### config.mk
export PLATFORM = sky130hd
export DESIGN_NAME = dsi_tx_packets_assembler
export DESIGN_NICKNAME = d
export VERILOG_FILES = /design/src/verilog/dsi_video_pkg.sv /design/src/verilog/dsi_proto_pkg.sv /design/src/verilog/dsi_tx_packets_assembler.sv /design/src/verilog/dsi_lane_repacker.sv /design/src/verilog/dsi_word_fifo.sv /design/src/verilog/dsi_frame_sequencer.sv /design/src/verilog/dsi_crc16.sv /design/src/verilog/dsi_ecc_gen.sv /design/src/verilog/dsi_video_timer.sv
export SDC_FILE = /design/constraint.sdc
export NUM_CORES = 1
export LEC_CHECK = 0
export BUFFER_PORTS_ARGS = -buffer_cell sky130_fd_sc_hd__buf_2
export CAP_MARGIN = 25
export CORE_MARGIN = 5
export CORE_UTILIZATION = 28
export DETAILED_ROUTE_END_ITERATION = 8
export PLACE_DENSITY = 0.47
export SLEW_MARGIN = 15
export SYNTH_ARGS = -nofsm -noshare
export SYNTH_HDL_FRONTEND = slang
export SYNTH_SLANG_ARGS = --single-unit
### constraint.sdc
create_clock -name clk -period 8.1 [get_ports clk]
set_clock_uncertainty 0.2 [all_clocks]
set_input_delay 0.81 -clock clk [delete_from_list [all_inputs] [get_ports clk]]
set_output_delay 0.81 -clock clk [all_outputs]
set_load 0.01 [all_outputs]
### src/verilog/dsi_video_pkg.sv
package dsi_video_pkg;

  typedef logic [11:0] vlines_t;
  typedef logic [10:0] hpix_t;   // pixel clocks per line
  typedef logic [9:0]  hact_t;
  typedef logic [5:0]  hbp_t;    // blanking payload in words

  typedef enum logic [3:0] {
    IDLE,
    SEND_VSS,
    SEND_HSS_VBP,
    SEND_HSS_ACT,
    SEND_BLANK_HEADER,
    SEND_BLANK,
    SEND_BLANK_CRC,
    SEND_DATA_HEADER,
    SEND_DATA,
    SEND_DATA_CRC,
    SEND_HFP,
    SEND_HSS_VFP
  } seq_state_t;

endpackage

### src/verilog/dsi_proto_pkg.sv
package dsi_proto_pkg;

  localparam int WORD_W       = 32;
  localparam int FIFO_ENTRY_W = WORD_W + 1;    // half flag on top of a word
  localparam int FIFO_DEPTH   = 4;
  localparam int FIFO_PTR_W   = $clog2(FIFO_DEPTH);
  localparam int MAX_LANES    = 4;
  localparam int SHIFT_BYTES  = 8;

  typedef logic [WORD_W-1:0]       word_t;     // lsb byte goes out first
  typedef logic [7:0]              data_id_t;
  typedef logic [15:0]             word_count_t;
  typedef logic [7:0]              ecc_t;
  typedef logic [15:0]             crc_t;
  typedef logic [FIFO_ENTRY_W-1:0] fifo_entry_t;
  typedef logic [2:0]              lane_count_t;

  localparam data_id_t ID_VSS      = 8'h01;
  localparam data_id_t ID_HSS      = 8'h21;
  localparam data_id_t ID_BLANKING = 8'h19;
  localparam data_id_t ID_PPS24    = 8'h3E;

  localparam crc_t CRC_SEED = 16'hFFFF;
  localparam crc_t CRC_POLY = 16'h8408;       // x16+x12+x5+1, reflected

  // header bits covered by each parity bit, p5 down to p0
  localparam logic [5:0][23:0] ECC_MASKS = {24'hEFFC00, 24'hDF03F0, 24'hB8E38E,
                                            24'h749A6D, 24'hF2555B, 24'hF12CB7};

endpackage
### src/verilog/dsi_tx_packets_assembler.sv
module dsi_tx_packets_assembler (
  input  logic                                clk,
  input  logic                                rst_n,
  input  logic                                i_enable,
  input  dsi_video_pkg::vlines_t              i_lines_vtotal,
  input  dsi_video_pkg::vlines_t              i_lines_vsync,
  input  dsi_video_pkg::vlines_t              i_lines_vbp,
  input  dsi_video_pkg::vlines_t              i_lines_vact,
  input  dsi_video_pkg::hpix_t                i_lines_htotal,
  input  dsi_video_pkg::hbp_t                 i_lines_hbp,
  input  dsi_video_pkg::hact_t                i_lines_hact,
  input  dsi_proto_pkg::lane_count_t          i_lanes_number,
  input  dsi_proto_pkg::word_t                i_pix_data,
  input  logic                                i_pix_valid,
  input  logic                                i_pix_line_ready,
  output logic                                o_pix_read,
  output dsi_proto_pkg::word_t                o_phy_data,
  output logic [dsi_proto_pkg::MAX_LANES-1:0] o_phy_write,
  input  logic                                i_phy_full,
  output logic                                o_pix_underflow
);
  import dsi_proto_pkg::*;

  logic        line_start;
  logic        line_end;
  logic        last_vbp;
  logic        last_act;
  logic        last_vfp;
  logic        fifo_write;
  logic        fifo_read;
  logic        fifo_empty;
  logic        fifo_full;
  fifo_entry_t fifo_entry;
  fifo_entry_t fifo_head;

  dsi_video_timer dsi_video_timer_inst (
    .clk            (clk),
    .rst_n          (rst_n),
    .i_enable       (i_enable),
    .i_lines_htotal (i_lines_htotal),
    .i_lines_vtotal (i_lines_vtotal),
    .i_lines_vsync  (i_lines_vsync),
    .i_lines_vbp    (i_lines_vbp),
    .i_lines_vact   (i_lines_vact),
    .o_line_start   (line_start),
    .o_line_end     (line_end),
    .o_last_vbp     (last_vbp),
    .o_last_act     (last_act),
    .o_last_vfp     (last_vfp)
  );

  dsi_frame_sequencer dsi_frame_sequencer_inst (
    .clk              (clk),
    .rst_n            (rst_n),
    .i_enable         (i_enable),
    .i_line_start     (line_start),
    .i_line_end       (line_end),
    .i_last_vbp       (last_vbp),
    .i_last_act       (last_act),
    .i_last_vfp       (last_vfp),
    .i_lines_hbp      (i_lines_hbp),
    .i_lines_hact     (i_lines_hact),
    .i_pix_data       (i_pix_data),
    .i_pix_valid      (i_pix_valid),
    .i_pix_line_ready (i_pix_line_ready),
    .i_fifo_full      (fifo_full),
    .o_pix_read       (o_pix_read),
    .o_fifo_write     (fifo_write),
    .o_fifo_entry     (fifo_entry),
    .o_pix_underflow  (o_pix_underflow)
  );

  dsi_word_fifo dsi_word_fifo_inst (
    .clk     (clk),
    .rst_n   (rst_n),
    .i_write (fifo_write),
    .i_entry (fifo_entry),
    .i_read  (fifo_read),
    .o_head  (fifo_head),
    .o_empty (fifo_empty),
    .o_full  (fifo_full)
  );

  dsi_lane_repacker dsi_lane_repacker_inst (
    .clk            (clk),
    .rst_n          (rst_n),
    .i_lanes_number (i_lanes_number),
    .i_head         (fifo_head),
    .i_empty        (fifo_empty),
    .i_phy_full     (i_phy_full),
    .o_read         (fifo_read),
    .o_phy_data     (o_phy_data),
    .o_phy_write    (o_phy_write)
  );

endmodule

### src/verilog/dsi_lane_repacker.sv
module dsi_lane_repacker (
  input  logic                                clk,
  input  logic                                rst_n,
  input  dsi_proto_pkg::lane_count_t          i_lanes_number,
  input  dsi_proto_pkg::fifo_entry_t          i_head,
  input  logic                                i_empty,
  input  logic                                i_phy_full,
  output logic                                o_read,
  output dsi_proto_pkg::word_t                o_phy_data,
  output logic [dsi_proto_pkg::MAX_LANES-1:0] o_phy_write
);
  import dsi_proto_pkg::*;

  logic [SHIFT_BYTES*8-1:0] shift_q;
  logic [SHIFT_BYTES*8-1:0] load_wide;
  logic [3:0]               held;
  logic [3:0]               lanes;
  logic [3:0]               out_bytes;
  logic [3:0]               in_bytes;
  logic [3:0]               free_bytes;
  logic                     out_write;
  word_t                    load_word;

  assign lanes      = {1'b0, i_lanes_number};
  // flush a short tail once the fifo has run dry
  assign out_write  = !i_phy_full & ((held >= lanes) | ((held != '0) & i_empty));
  assign out_bytes  = (held >= lanes) ? lanes : held;
  assign free_bytes = 4'(SHIFT_BYTES) - held + (out_write ? out_bytes : 4'd0);
  assign o_read     = (free_bytes >= 4'd4) & !i_empty;

  assign in_bytes  = i_head[WORD_W] ? 4'd2 : 4'd4;
  assign load_word = i_head[WORD_W] ? {16'b0, i_head[15:0]} : i_head[WORD_W-1:0];
  assign load_wide = {{(SHIFT_BYTES*8-WORD_W){1'b0}}, load_word};

  always_ff @(posedge clk) begin
    if (!rst_n) begin
      shift_q <= '0;
      held    <= '0;
    end else begin
      // new bytes land just above the ones still held after this shift
      shift_q <= (out_write ? (shift_q >> {out_bytes, 3'b000}) : shift_q) |
                 (o_read ? (load_wide << {4'(SHIFT_BYTES) - free_bytes, 3'b000}) : '0);
      held    <= held + (o_read ? in_bytes : 4'd0) - (out_write ? out_bytes : 4'd0);
    end
  end

  assign o_phy_data  = shift_q[WORD_W-1:0];   // lane k takes byte k
  assign o_phy_write = out_write ? ({MAX_LANES{1'b1}} >> (MAX_LANES - out_bytes)) : '0;

endmodule

### src/verilog/dsi_word_fifo.sv
module dsi_word_fifo (
  input  logic                       clk,
  input  logic                       rst_n,
  input  logic                       i_write,
  input  dsi_proto_pkg::fifo_entry_t i_entry,
  input  logic                       i_read,
  output dsi_proto_pkg::fifo_entry_t o_head,
  output logic                       o_empty,
  output logic                       o_full
);
  import dsi_proto_pkg::*;

  fifo_entry_t           mem [FIFO_DEPTH];
  logic [FIFO_PTR_W-1:0] wr_ptr;
  logic [FIFO_PTR_W-1:0] rd_ptr;
  logic [FIFO_PTR_W:0]   count;
  logic                  do_write;
  logic                  do_read;

  assign do_write = i_write & !o_full;
  assign do_read  = i_read & !o_empty;

  always_ff @(posedge clk) begin
    if (do_write) begin
      mem[wr_ptr] <= i_entry;
    end
  end

  always_ff @(posedge clk) begin
    if (!rst_n) begin
      wr_ptr <= '0;
      rd_ptr <= '0;
      count  <= '0;
    end else begin
      wr_ptr <= wr_ptr + do_write;   // pointers wrap on their own
      rd_ptr <= rd_ptr + do_read;
      count  <= count + do_write - do_read;
    end
  end

  assign o_head  = mem[rd_ptr];      // show-ahead
  assign o_empty = (count == '0);
  assign o_full  = (count == FIFO_DEPTH);

endmodule

### src/verilog/dsi_frame_sequencer.sv
module dsi_frame_sequencer (
  input  logic                       clk,
  input  logic                       rst_n,
  input  logic                       i_enable,
  input  logic                       i_line_start,
  input  logic                       i_line_end,
  input  logic                       i_last_vbp,
  input  logic                       i_last_act,
  input  logic                       i_last_vfp,
  input  dsi_video_pkg::hbp_t        i_lines_hbp,
  input  dsi_video_pkg::hact_t       i_lines_hact,
  input  dsi_proto_pkg::word_t       i_pix_data,
  input  logic                       i_pix_valid,
  input  logic                       i_pix_line_ready,
  input  logic                       i_fifo_full,
  output logic                       o_pix_read,
  output logic                       o_fifo_write,
  output dsi_proto_pkg::fifo_entry_t o_fifo_entry,
  output logic                       o_pix_underflow
);
  import dsi_proto_pkg::*;
  import dsi_video_pkg::*;

  seq_state_t  state;
  seq_state_t  state_next;
  logic        sync_state;
  logic        long_hdr_state;
  logic        crc_state;
  logic        hdr_pending;
  logic        crc_ready;
  logic        hdr_write;
  logic        long_hdr_write;
  logic        payload_write;
  logic        crc_write;
  data_id_t    data_id;
  word_count_t word_count;
  word_count_t blank_bytes;
  word_count_t pix_bytes;
  hact_t       pix_words;
  hact_t       words_left;
  ecc_t        ecc;
  word_t       payload;
  crc_t        crc;

  assign sync_state     = state inside {SEND_VSS, SEND_HSS_VBP, SEND_HSS_ACT, SEND_HSS_VFP};
  assign long_hdr_state = state inside {SEND_BLANK_HEADER, SEND_DATA_HEADER};
  assign crc_state      = state inside {SEND_BLANK_CRC, SEND_DATA_CRC};

  // a sync header missed at line start goes out as soon as there is room
  assign hdr_write      = sync_state & (i_line_start | hdr_pending) & !i_fifo_full;
  assign long_hdr_write = long_hdr_state & !i_fifo_full;
  assign payload_write  = !i_fifo_full & ((state == SEND_BLANK) |
                                          ((state == SEND_DATA) & i_pix_valid));
  assign crc_write      = crc_state & crc_ready & !i_fifo_full;
  assign o_fifo_write   = hdr_write | long_hdr_write | payload_write | crc_write;

  assign blank_bytes = {8'b0, i_lines_hbp, 2'b00};
  assign pix_bytes   = word_count_t'(i_lines_hact) * 16'd3;
  assign pix_words   = hact_t'(pix_bytes >> 2);

  always_comb begin
    state_next = state;
    case (state)
      IDLE:              if (i_line_end & i_enable & i_pix_line_ready) state_next = SEND_VSS;
      SEND_VSS:          if (i_line_end) state_next = SEND_HSS_VBP;
      SEND_HSS_VBP:      if (i_line_end & i_last_vbp) state_next = SEND_HSS_ACT;
      SEND_HSS_ACT:      if (hdr_write) state_next = SEND_BLANK_HEADER;
      SEND_BLANK_HEADER: if (long_hdr_write) state_next = SEND_BLANK;
      SEND_BLANK:        if (payload_write & (words_left == hact_t'(1))) state_next = SEND_BLANK_CRC;
      SEND_BLANK_CRC:    if (crc_write) state_next = SEND_DATA_HEADER;
      SEND_DATA_HEADER:  if (long_hdr_write) state_next = SEND_DATA;
      SEND_DATA:         if (payload_write & (words_left == hact_t'(1))) state_next = SEND_DATA_CRC;
      SEND_DATA_CRC:     if (crc_write) state_next = SEND_HFP;
      SEND_HFP:          if (i_line_end) state_next = i_last_act ? SEND_HSS_VFP : SEND_HSS_ACT;
      SEND_HSS_VFP:      if (i_line_end & i_last_vfp) state_next = i_enable ? SEND_VSS : IDLE;
      default:           state_next = IDLE;
    endcase
  end

  always_ff @(posedge clk) begin
    if (!rst_n) begin
      state       <= IDLE;
      hdr_pending <= 1'b0;
      crc_ready   <= 1'b0;
      words_left  <= '0;
    end else begin
      state       <= state_next;
      hdr_pending <= sync_state & (hdr_pending | i_line_start) & !hdr_write;
      crc_ready   <= crc_state & !crc_write;   // one idle cycle before the trailer
      if (long_hdr_write) begin
        words_left <= (state == SEND_DATA_HEADER) ? pix_words : hact_t'(i_lines_hbp);
      end else if (payload_write) begin
        words_left <= words_left - 1'b1;
      end
    end
  end

  always_comb begin
    case (state)
      SEND_VSS:          data_id = ID_VSS;
      SEND_BLANK_HEADER: data_id = ID_BLANKING;
      SEND_DATA_HEADER:  data_id = ID_PPS24;
      default:           data_id = ID_HSS;
    endcase
  end

  always_comb begin
    case (state)
      SEND_BLANK_HEADER: word_count = blank_bytes;
      SEND_DATA_HEADER:  word_count = pix_bytes;
      default:           word_count = '0;
    endcase
  end

  dsi_ecc_gen dsi_ecc_gen_inst (
    .i_header ( 24'({word_count, data_id})),
    .o_ecc    (ecc)
  );

  assign payload = (state == SEND_DATA) ? i_pix_data : '0;   // blanking is zeros

  dsi_crc16 dsi_crc16_inst (
    .clk     (clk),
    .rst_n   (rst_n),
    .i_clear (long_hdr_state),
    .i_write (payload_write),
    .i_data  (payload),
    .o_crc   (crc)
  );

  always_comb begin
    if (crc_state) begin
      o_fifo_entry = {1'b1, 16'b0, crc};      // half entry, low two bytes only
    end else if ((state == SEND_BLANK) || (state == SEND_DATA)) begin
      o_fifo_entry = {1'b0, payload};
    end else begin
      o_fifo_entry = {1'b0, ecc, word_count, data_id};
    end
  end

  assign o_pix_read      = payload_write & (state == SEND_DATA);
  assign o_pix_underflow = (state == SEND_DATA_HEADER) & !i_pix_line_ready;

endmodule

### src/verilog/dsi_crc16.sv
module dsi_crc16 (
  input  logic                 clk,
  input  logic                 rst_n,
  input  logic                 i_clear,
  input  logic                 i_write,
  input  dsi_proto_pkg::word_t i_data,
  output dsi_proto_pkg::crc_t  o_crc
);
  import dsi_proto_pkg::*;

  // bits go in lsb first, which also keeps the byte order
  function automatic crc_t crc_fold(crc_t crc_in, word_t data);
    crc_t crc;
    crc = crc_in;
    for (int i = 0; i < WORD_W; i++) begin
      if (crc[0] ^ data[i]) begin
        crc = (crc >> 1) ^ CRC_POLY;
      end else begin
        crc = crc >> 1;
      end
    end
    return crc;
  endfunction

  always_ff @(posedge clk) begin
    if (!rst_n || i_clear) begin
      o_crc <= CRC_SEED;
    end else if (i_write) begin
      o_crc <= crc_fold(o_crc, i_data);
    end
  end

endmodule

### src/verilog/dsi_ecc_gen.sv
module dsi_ecc_gen (
  input  logic [23:0]         i_header,
  output dsi_proto_pkg::ecc_t o_ecc
);
  import dsi_proto_pkg::*;

  logic [5:0] parity;

  // hamming parity, one masked xor reduction per bit
  always_comb begin
    for (int i = 0; i < 6; i++) begin
      parity[i] = ^(i_header & ECC_MASKS[i]);
    end
  end

  assign o_ecc = {2'b00, parity};

endmodule

### src/verilog/dsi_video_timer.sv
module dsi_video_timer (
  input  logic                   clk,
  input  logic                   rst_n,
  input  logic                   i_enable,
  input  dsi_video_pkg::hpix_t   i_lines_htotal,
  input  dsi_video_pkg::vlines_t i_lines_vtotal,
  input  dsi_video_pkg::vlines_t i_lines_vsync,
  input  dsi_video_pkg::vlines_t i_lines_vbp,
  input  dsi_video_pkg::vlines_t i_lines_vact,
  output logic                   o_line_start,
  output logic                   o_line_end,
  output logic                   o_last_vbp,
  output logic                   o_last_act,
  output logic                   o_last_vfp
);
  import dsi_video_pkg::*;

  hpix_t   pix_cnt;
  vlines_t line_cnt;
  vlines_t vbp_line;
  vlines_t act_line;

  always_ff @(posedge clk) begin
    if (!rst_n) begin
      pix_cnt <= '0;
    end else if (i_enable) begin
      if (pix_cnt == '0) begin
        pix_cnt <= i_lines_htotal - 1'b1;
      end else begin
        pix_cnt <= pix_cnt - 1'b1;
      end
    end
  end

  always_ff @(posedge clk) begin
    if (!rst_n) begin
      line_cnt <= '0;
    end else if (o_line_end) begin
      if (line_cnt == '0) begin
        line_cnt <= i_lines_vtotal - 1'b1;   // wraps into the vss line
      end else begin
        line_cnt <= line_cnt - 1'b1;
      end
    end
  end

  // line numbers of the last back porch and last active line
  always_ff @(posedge clk) begin
    vbp_line <= i_lines_vtotal - (i_lines_vsync + i_lines_vbp);
    act_line <= i_lines_vtotal - (i_lines_vsync + i_lines_vbp + i_lines_vact);
  end

  assign o_line_start = i_enable & (pix_cnt == '0);
  assign o_line_end   = i_enable & (pix_cnt == hpix_t'(1));
  assign o_last_vbp   = (line_cnt == vbp_line);
  assign o_last_act   = (line_cnt == act_line);
  assign o_last_vfp   = (line_cnt == '0);

endmodule

# Word-level counts from Yosys, hierarchy flattened
# Memory sizes are Yosys's and may differ from the RTL's. A register that Yosys moved wholly into a read port is not among the register bits.
# Cells that the tools add are included.
[totals]
reg_bits = 154
ramBits = 132
input_bits = 116
output_inout_bits = 38
wordCells = 317
memories = 1
[op_classes]
add_sub_neg = 19
mul = 1
n_lt_le_gt_ge = 2
n_eq_ne = 28
shift = 3
n_mux = 130
n_bitwise = 94
reduce_logical = 25
[memory_table]
columns = ["memory", "words", "word_bits", "read_ports", "rd_clocked_by_memory_dff", "write_ports", "line", "source"]
rows = [
  ["dsi_word_fifo_inst.mem", 4, 33, 1, 1, 1, "dsi_word_fifo.sv:13", "fifo_entry_t mem [FIFO_DEPTH];"],
]
[op_table]
columns = ["op", "n"]
rows = [
  ["16-bit two-way mux", 94],
  ["24-bit parity", 6],
  ["64-bit two-way mux", 2],
  ["32-bit two-way mux", 3],
  ["2-bit inverter with 3-bit output", 32],
  ["4-bit two-way mux", 17],
  ["64-bit bitwise OR", 1],
  ["32-bit by 7-bit left shift with 64-bit output", 1],
  ["64-bit by 7-bit >> shifter with 64-bit output", 1],
  ["4-bit one-hot mux with 12 select lines", 1],
  ["33-bit two-way mux", 1],
  ["4-bit by 32-bit >> shifter with 4-bit output, first input constant", 1],
  ["1-bit bitwise XOR", 32],
  ["10-bit two-way mux", 3],
  ["12-bit adder", 2],
  ["12-bit equality test", 2],
  ["12-bit one-hot mux with 2 select lines", 1],
  ["12-bit by 1-bit subtractor with 12-bit output, second input constant", 2],
  ["12-bit subtractor", 2],
  ["1-bit bitwise AND", 23],
  ["11-bit by 1-bit subtractor with 11-bit output, second input constant", 2],
  ["6-bit one-hot mux with 3 select lines", 1],
  ["4-bit by 3-bit equality test with 1-bit output, second input constant", 4],
  ["4-bit equality test, second input constant", 4],
  ["33 further kinds", 64],
]

# Logic depth before layout (Yosys ltp)
[logic_depth]
depth_word = 128
mapped_depth = 26
depth_no_buf = 24

# Modules after synthesis
# Synthesis repeated with hierarchy kept, for this count alone.
[unflattened]
hier_cells = 2038
area_unflattened_um2 = 20154.3
[by_module_without_submodules]
columns = ["mod", "n_inst", "cells_each", "area_each_um2", "seq_area_each_um2"]
rows = [
  ["dsi_lane_repacker", 1, 776, 6089.6, 1361.3],
  ["dsi_word_fifo", 1, 208, 5191.2, 4103.9],
  ["dsi_video_timer", 1, 523, 4210.3, 940.9],
  ["dsi_frame_sequencer", 1, 333, 2314.7, 320.3],
  ["dsi_crc16", 1, 157, 1800.5, 320.3],
  ["dsi_ecc_gen", 1, 41, 548.0, 0.0],
]

# Worst setup path after synthesis
# OpenSTA, ideal clock, no wires.
[synth_path]
kind = "input to register"
from = "input i_lanes_number[0]"
to = "register dsi_lane_repacker_inst.shift_q[0]"
setup_ns = 0.070
arrival_time_ns = 5.605
t_required_ns = 7.830
slack_ns = 2.225
cell_stages = 24
path_buffers = 4
path_cell_list = "ha_1 > nand2b_1 > a21o_1 > a211o_1 > mux2_2 > inv_1 > clkbuf_1 > clkbuf_1 > nor2_1 > xnor2_1 > ha_1 > inv_1 > fa_1 > xnor2_1 > xnor2_1 > mux2i_1 > nor2b_1 > clkbuf_1 > nor2b_1 > clkbuf_1 > nand2_1 > nor2_1 > a22oi_1 > a21oi_1"
[synth_via]
elab_chain_len = 9
word_cells_on_any_way = 14
cone_classes = "add/sub: 2; order compare: 2; shift: 2; mux: 4; bitwise: 4"
[synth_rtl]
columns = ["element", "line", "source"]
rows = [
  ["start, declared", "dsi_tx_packets_assembler.sv:12", "input dsi_proto_pkg::lane_count_t i_lanes_number,"],
  ["4-bit by 3-bit greater-or-equal comparator with 1-bit output", "dsi_lane_repacker.sv:26, dsi_lane_repacker.sv:27", ""],
  ["1-bit bitwise OR", "dsi_lane_repacker.sv:26", "assign out_write = !i_phy_full & ((held >= lanes) | ((held != '0) & i_empty));"],
  ["1-bit bitwise AND", "dsi_lane_repacker.sv:26", ""],
  ["4-bit two-way mux", "dsi_lane_repacker.sv:28", "assign free_bytes = 4'(SHIFT_BYTES) - held + (out_write ? out_bytes : 4'd0);"],
  ["4-bit adder", "dsi_lane_repacker.sv:28", ""],
  ["4-bit subtractor / 4-bit by 3-bit greater-or-equal comparator with 1-bit output (equally long branches)", "dsi_lane_repacker.sv:42, dsi_lane_repacker.sv:29", ""],
  ["32-bit by 7-bit left shift with 64-bit output / 1-bit bitwise AND (equally long branches)", "dsi_lane_repacker.sv:42, dsi_lane_repacker.sv:29", ""],
  ["64-bit two-way mux", "dsi_lane_repacker.sv:42", "(o_read ? (load_wide << {4'(SHIFT_BYTES) - free_bytes, 3'b000}) : '0);"],
  ["64-bit bitwise OR (*)", "dsi_lane_repacker.sv:41", "shift_q <= (out_write ? (shift_q >> {out_bytes, 3'b000}) : shift_q) |"],
  ["end signal, assigned", "dsi_lane_repacker.sv:41", ""],
  ["end, declared", "dsi_lane_repacker.sv:14", "logic [SHIFT_BYTES*8-1:0] shift_q;"],
]
# Mark *: on every way between the ends. The rest lies on a longest branch, timed or not.
# A chain may end at the register's enable or synchronous reset.

# Final worst setup path
[layout_path]
from = "register dsi_lane_repacker_inst.held[0]"
to = "register dsi_lane_repacker_inst.shift_q[0]"
[layout_via]
elab_chain_len = 10
word_cells_on_any_way = 17
cone_classes = "add/sub: 3; order compare: 2; shift: 2; mux: 4; bitwise: 5; reduce/logical: 1"
[layout_rtl]
columns = ["element", "line", "source"]
rows = [
  ["start, declared", "dsi_lane_repacker.sv:16", "logic [3:0] held;"],
  ["start signal, assigned", "dsi_lane_repacker.sv:43", "held <= held + (o_read ? in_bytes : 4'd0) - (out_write ? out_bytes : 4'd0);"],
  ["branches (longest 9 deep; another with 4-bit by 3-bit greater-or-equal comparator with 1-bit output)", "--", ""],
  ["64-bit bitwise OR (*)", "dsi_lane_repacker.sv:41", ""],
]
# Mark *: on every way between the ends.

==> metrics.md <==
| Metric | Value |
|---|---|
| EDFF count, synth | 132 |
| RSZ-0062 raised after global routing | false |
| Main synth FF type | dfxtp_1 |
| Starting Density | 28.3% |
| Ys async rst share | 0% |
| Die H | 265 microns |
| Sequential area share after synthesis | 38.7% |
| Post-CTS setup buffers | 0 |
| Max_slew headroom | 34.6% |
| FF+latch count, synth | 286 |
| DRC violations left | 0 |
| Setup ws final | 1.59 ns |
| Total I/O pin count | 154 |
| Reg-to-Reg End | dsi_lane_repacker_inst.shift_q[0] |
| Initial DRC count | 1181 |
| WHS Endpoint | dsi_video_timer_inst.pix_cnt[7] |
| Worst endpoint required time | 8.37 ns |
| Hold depth | 2 |
| Clk root buf | clkbuf_16 |
| Antenna viol nets, final | 0 |
| Pre-CTS setup slack | 1.16 ns |
| Synth Net Count | 2082 |
| R2R cell count | 21 |
| Worst Path Arrival | 6.78 ns |
| Worst Tran Pin Value | 0.979 ns |
| First-pass GRT wire length | 85700 microns |
| CP Capture Type | flop |
| Die footprint | 70300 sq um |
| Clock latency on the worst-skew pair | 0.56 ns |
| R2R Setup Slk | 1.59 ns |
| Worst hold path type | flop to flop |
| Worst R2R Start | dsi_lane_repacker_inst.held[0] |
| Total Routing Usage GR | 15.4% |
| Tmin final | 6.51 ns |
| 1st-pass router iterations | 7 |
| Per-cell routed wire length | 19.6 microns |
| Pins Over Slew Limit | 0 |
| Vias in the first global route | 14200 |
| Hold path start | dsi_video_timer_inst.pix_cnt[7] |
| Core ar. | 64500 sq um |
| Hold Violations, Final | 0 |
| Setup TNS | 0 ns |
| Vias | 14200 |
| Mapped Cells | 1882 |
| H-tree levels | 2 |
| CTS Hold Buffers Added | 0 |
| Sink Count | 286 |
| DP Area | 19600 sq um |
| Grt total ovfl | 0 |
| Synth unique cells | 71 |
| CTS tree | yes |
| Clk slew on worst S/H paths | 0.06 ns |
| Die Wd | 265 microns |
| CTS Buffer Depth | 3 |
| GPL Wtd Cong | 0.875 |
| Initial antenna violation count | 0 |
| Avg Inst Size Synth | 9.69 sq um |
| Final setup fails | 0 |
| DRT Wirelength | 55700 microns |
| Final period utilization | 80.4% |
| Crit path max fanout | 24 |
| Nets | 2160 |
| Mapped Area | 18200 sq um |
| Diode count | 0 |
| Fin area | 20800 sq um |
| Num rows | 93 |
| Run status | complete, no violations |
| YS warnings | 0 |
| Max-Cap Viols | 0 |
| Share of cells above drive strength 1 | 16.6% |
| Buffers on Ports | 153 |
| Placed wire-length estimate | 42200 microns |
| Via density | 5.00 |
| Largest net degree at the start of global routing | 70 |
| Crit path from | dsi_lane_repacker_inst.held[0] |
| Crit Path Class | flop to flop |
| Synthesis-to-layout area growth | 14.0% |
| CP startpoint kind | flop |
| Post_cts resized | 0 |
| F_max | 0.154 GHz |
| CTS Buf Count | 36 |
[state kept, by name (all words and copies together), names as in the netlist]
signal                                         flops
dsi_word_fifo_inst.mem                           132
dsi_lane_repacker_inst.shift_q                    64
dsi_frame_sequencer_inst.dsi_crc16_inst.o_crc     16
dsi_video_timer_inst.act_line                     12
dsi_video_timer_inst.line_cnt                     12
dsi_video_timer_inst.vbp_line                     12
dsi_video_timer_inst.pix_cnt                      11
dsi_frame_sequencer_inst.words_left               10
dsi_frame_sequencer_inst.state                     4
dsi_lane_repacker_inst.held                        4
dsi_word_fifo_inst.count                           3
dsi_word_fifo_inst.rd_ptr                          2
dsi_word_fifo_inst.wr_ptr                          2
dsi_frame_sequencer_inst.crc_ready                 1
dsi_frame_sequencer_inst.hdr_pending               1
[logic make-up (layout without fill, tap and decap cells)]
logic type      Yosys count  count (layout)  synth area share (%)
xor+xnor                219             219                  12.6
simple gates            548             548                  13.6
flops                   286             286                  38.7
mux                     114             114                  8.59
buf+inv                 239             345                  5.68
fa+ha+maj                84              84                  6.51
compound gates          392             392                  14.4
[layout by cell type (no fill, tap or decap), drive strengths merged, types with 14 or more instances in the layout]
| master | n |
|---|---|
| mux2i | 71 |
| a22oi | 46 |
| nand2b | 14 |
| and3 | 24 |
| nor2b | 23 |
| edfxtp | 132 |
| o211ai | 15 |
| a222oi | 25 |
| xnor2 | 144 |
| a211oi | 20 |
| o21bai | 18 |
| buf | 172 |
| clkbuf | 48 |
| fa | 18 |
| xor2 | 72 |
| nor4 | 14 |
| a21oi | 102 |
| dfxtp | 154 |
| o21ai | 67 |
| o22ai | 19 |
| nand2 | 224 |
| nor2 | 150 |
| ha | 66 |
| mux4 | 33 |
| nor3 | 18 |
| inv | 109 |
| a31oi | 19 |
| nand3 | 37 |
| and2 | 18 |
[layout make-up]
type	count	area, sq um
fill	6733	43700
multi-input combinational	1357	10200
sequential	286	7050
tap	855	1070
clock buffer	48	987
timing repair buffer	172	908
inverter	107	403
clock inverter	18	183
[synthesized netlist by cell type (5+ instances only)]
library cell / count / area [sq um]
nand2_1: 219 / 822
a21oi_1: 102 / 510
clkbuf_1: 82 / 308
a311oi_1: 5 / 43.8
or3_1: 7 / 43.8
mux4_2: 33 / 743
buf_1: 13 / 48.8
a221oi_1: 11 / 96.3
nor3_1: 18 / 90.1
fa_1: 18 / 360
edfxtp_1: 132 / 3960
xnor2_2: 20 / 325
a221o_1: 5 / 50.1
dfxtp_1: 154 / 3080
nor4_1: 13 / 81.3
a22oi_1: 46 / 345
xor2_1: 67 / 587
mux2i_1: 71 / 711
o22ai_1: 19 / 119
o221a_2: 9 / 101
o21bai_1: 18 / 135
a21o_1: 12 / 90.1
and3_1: 24 / 150
a222oi_1: 25 / 250
and2_1: 16 / 100
mux2_2: 10 / 113
buf_4: 32 / 240
inv_1: 104 / 390
nand3_1: 37 / 185
nand2b_1: 14 / 87.6
o21ai_0: 63 / 315
ha_1: 66 / 826
o211ai_1: 15 / 113
a211oi_1: 20 / 150
nor2_1: 150 / 563
nand3b_1: 5 / 37.5
xnor2_4: 7 / 193
xnor2_1: 117 / 1020
nor2b_1: 23 / 144
a31oi_1: 19 / 119
[through the flow]
step | hold WS (ns) | util, % | std cells
after floorplan | 0.247 | - | 1882
after global placement | 0.263 | 30.4 | 2777
after detailed placement | 0.276 | 30.4 | 2777
after CTS | 0.290 | 32.2 | 2843
after global routing | 0.315 | 32.2 | 2843
final | 0.287 | 32.2 | 2843
[layer usage]
metal | GRT usage, % | vias to the layer above | share of wire (%)
li1 | - | 6830 | -
met1 | 20.8 | 6852 | 45
met3 | 3.02 | 88 | 6.1
met4 | 4.90 | 0 | 3.1
met2 | 25.0 | 431 | 46
met5 | 0 | - | 0
[worst max path at each step]
stage / end / slack [ns]
final: dsi_lane_repacker_inst.shift_q[0] / 1.59
after global routing: dsi_lane_repacker_inst.shift_q[3] / 1.06
after CTS: dsi_lane_repacker_inst.shift_q[0] / 1.58
after detailed placement: dsi_lane_repacker_inst.shift_q[4] / 1.16
after global placement: dsi_lane_repacker_inst.shift_q[4] / 1.29
after floorplan: dsi_lane_repacker_inst.shift_q[0] / 2.22
[worst max-delay path: stages, from the launching register on]
cell	delay, ns
dfxtp_1	0.38
inv_1	0.10
ha_1	0.27
nand2b_1	0.14
a21o_1	0.17
a211o_1	0.38
o21ai_1	0.16
buf_4	0.29
nor2b_1	0.82
ha_1	0.23
inv_1	0.05
fa_1	0.37
xnor2_1	0.15
xnor2_1	0.22
mux2i_1	0.20
nor2b_1	0.15
buf_4	0.19
nor2b_1	0.50
nand2_1	0.41
nor2_1	0.67
a22oi_1	0.21
a21oi_1	0.18
Power is left out: the tool's default activity adds up to more than one toggle a clock period on the data nets, which glitch-free logic cannot reach.
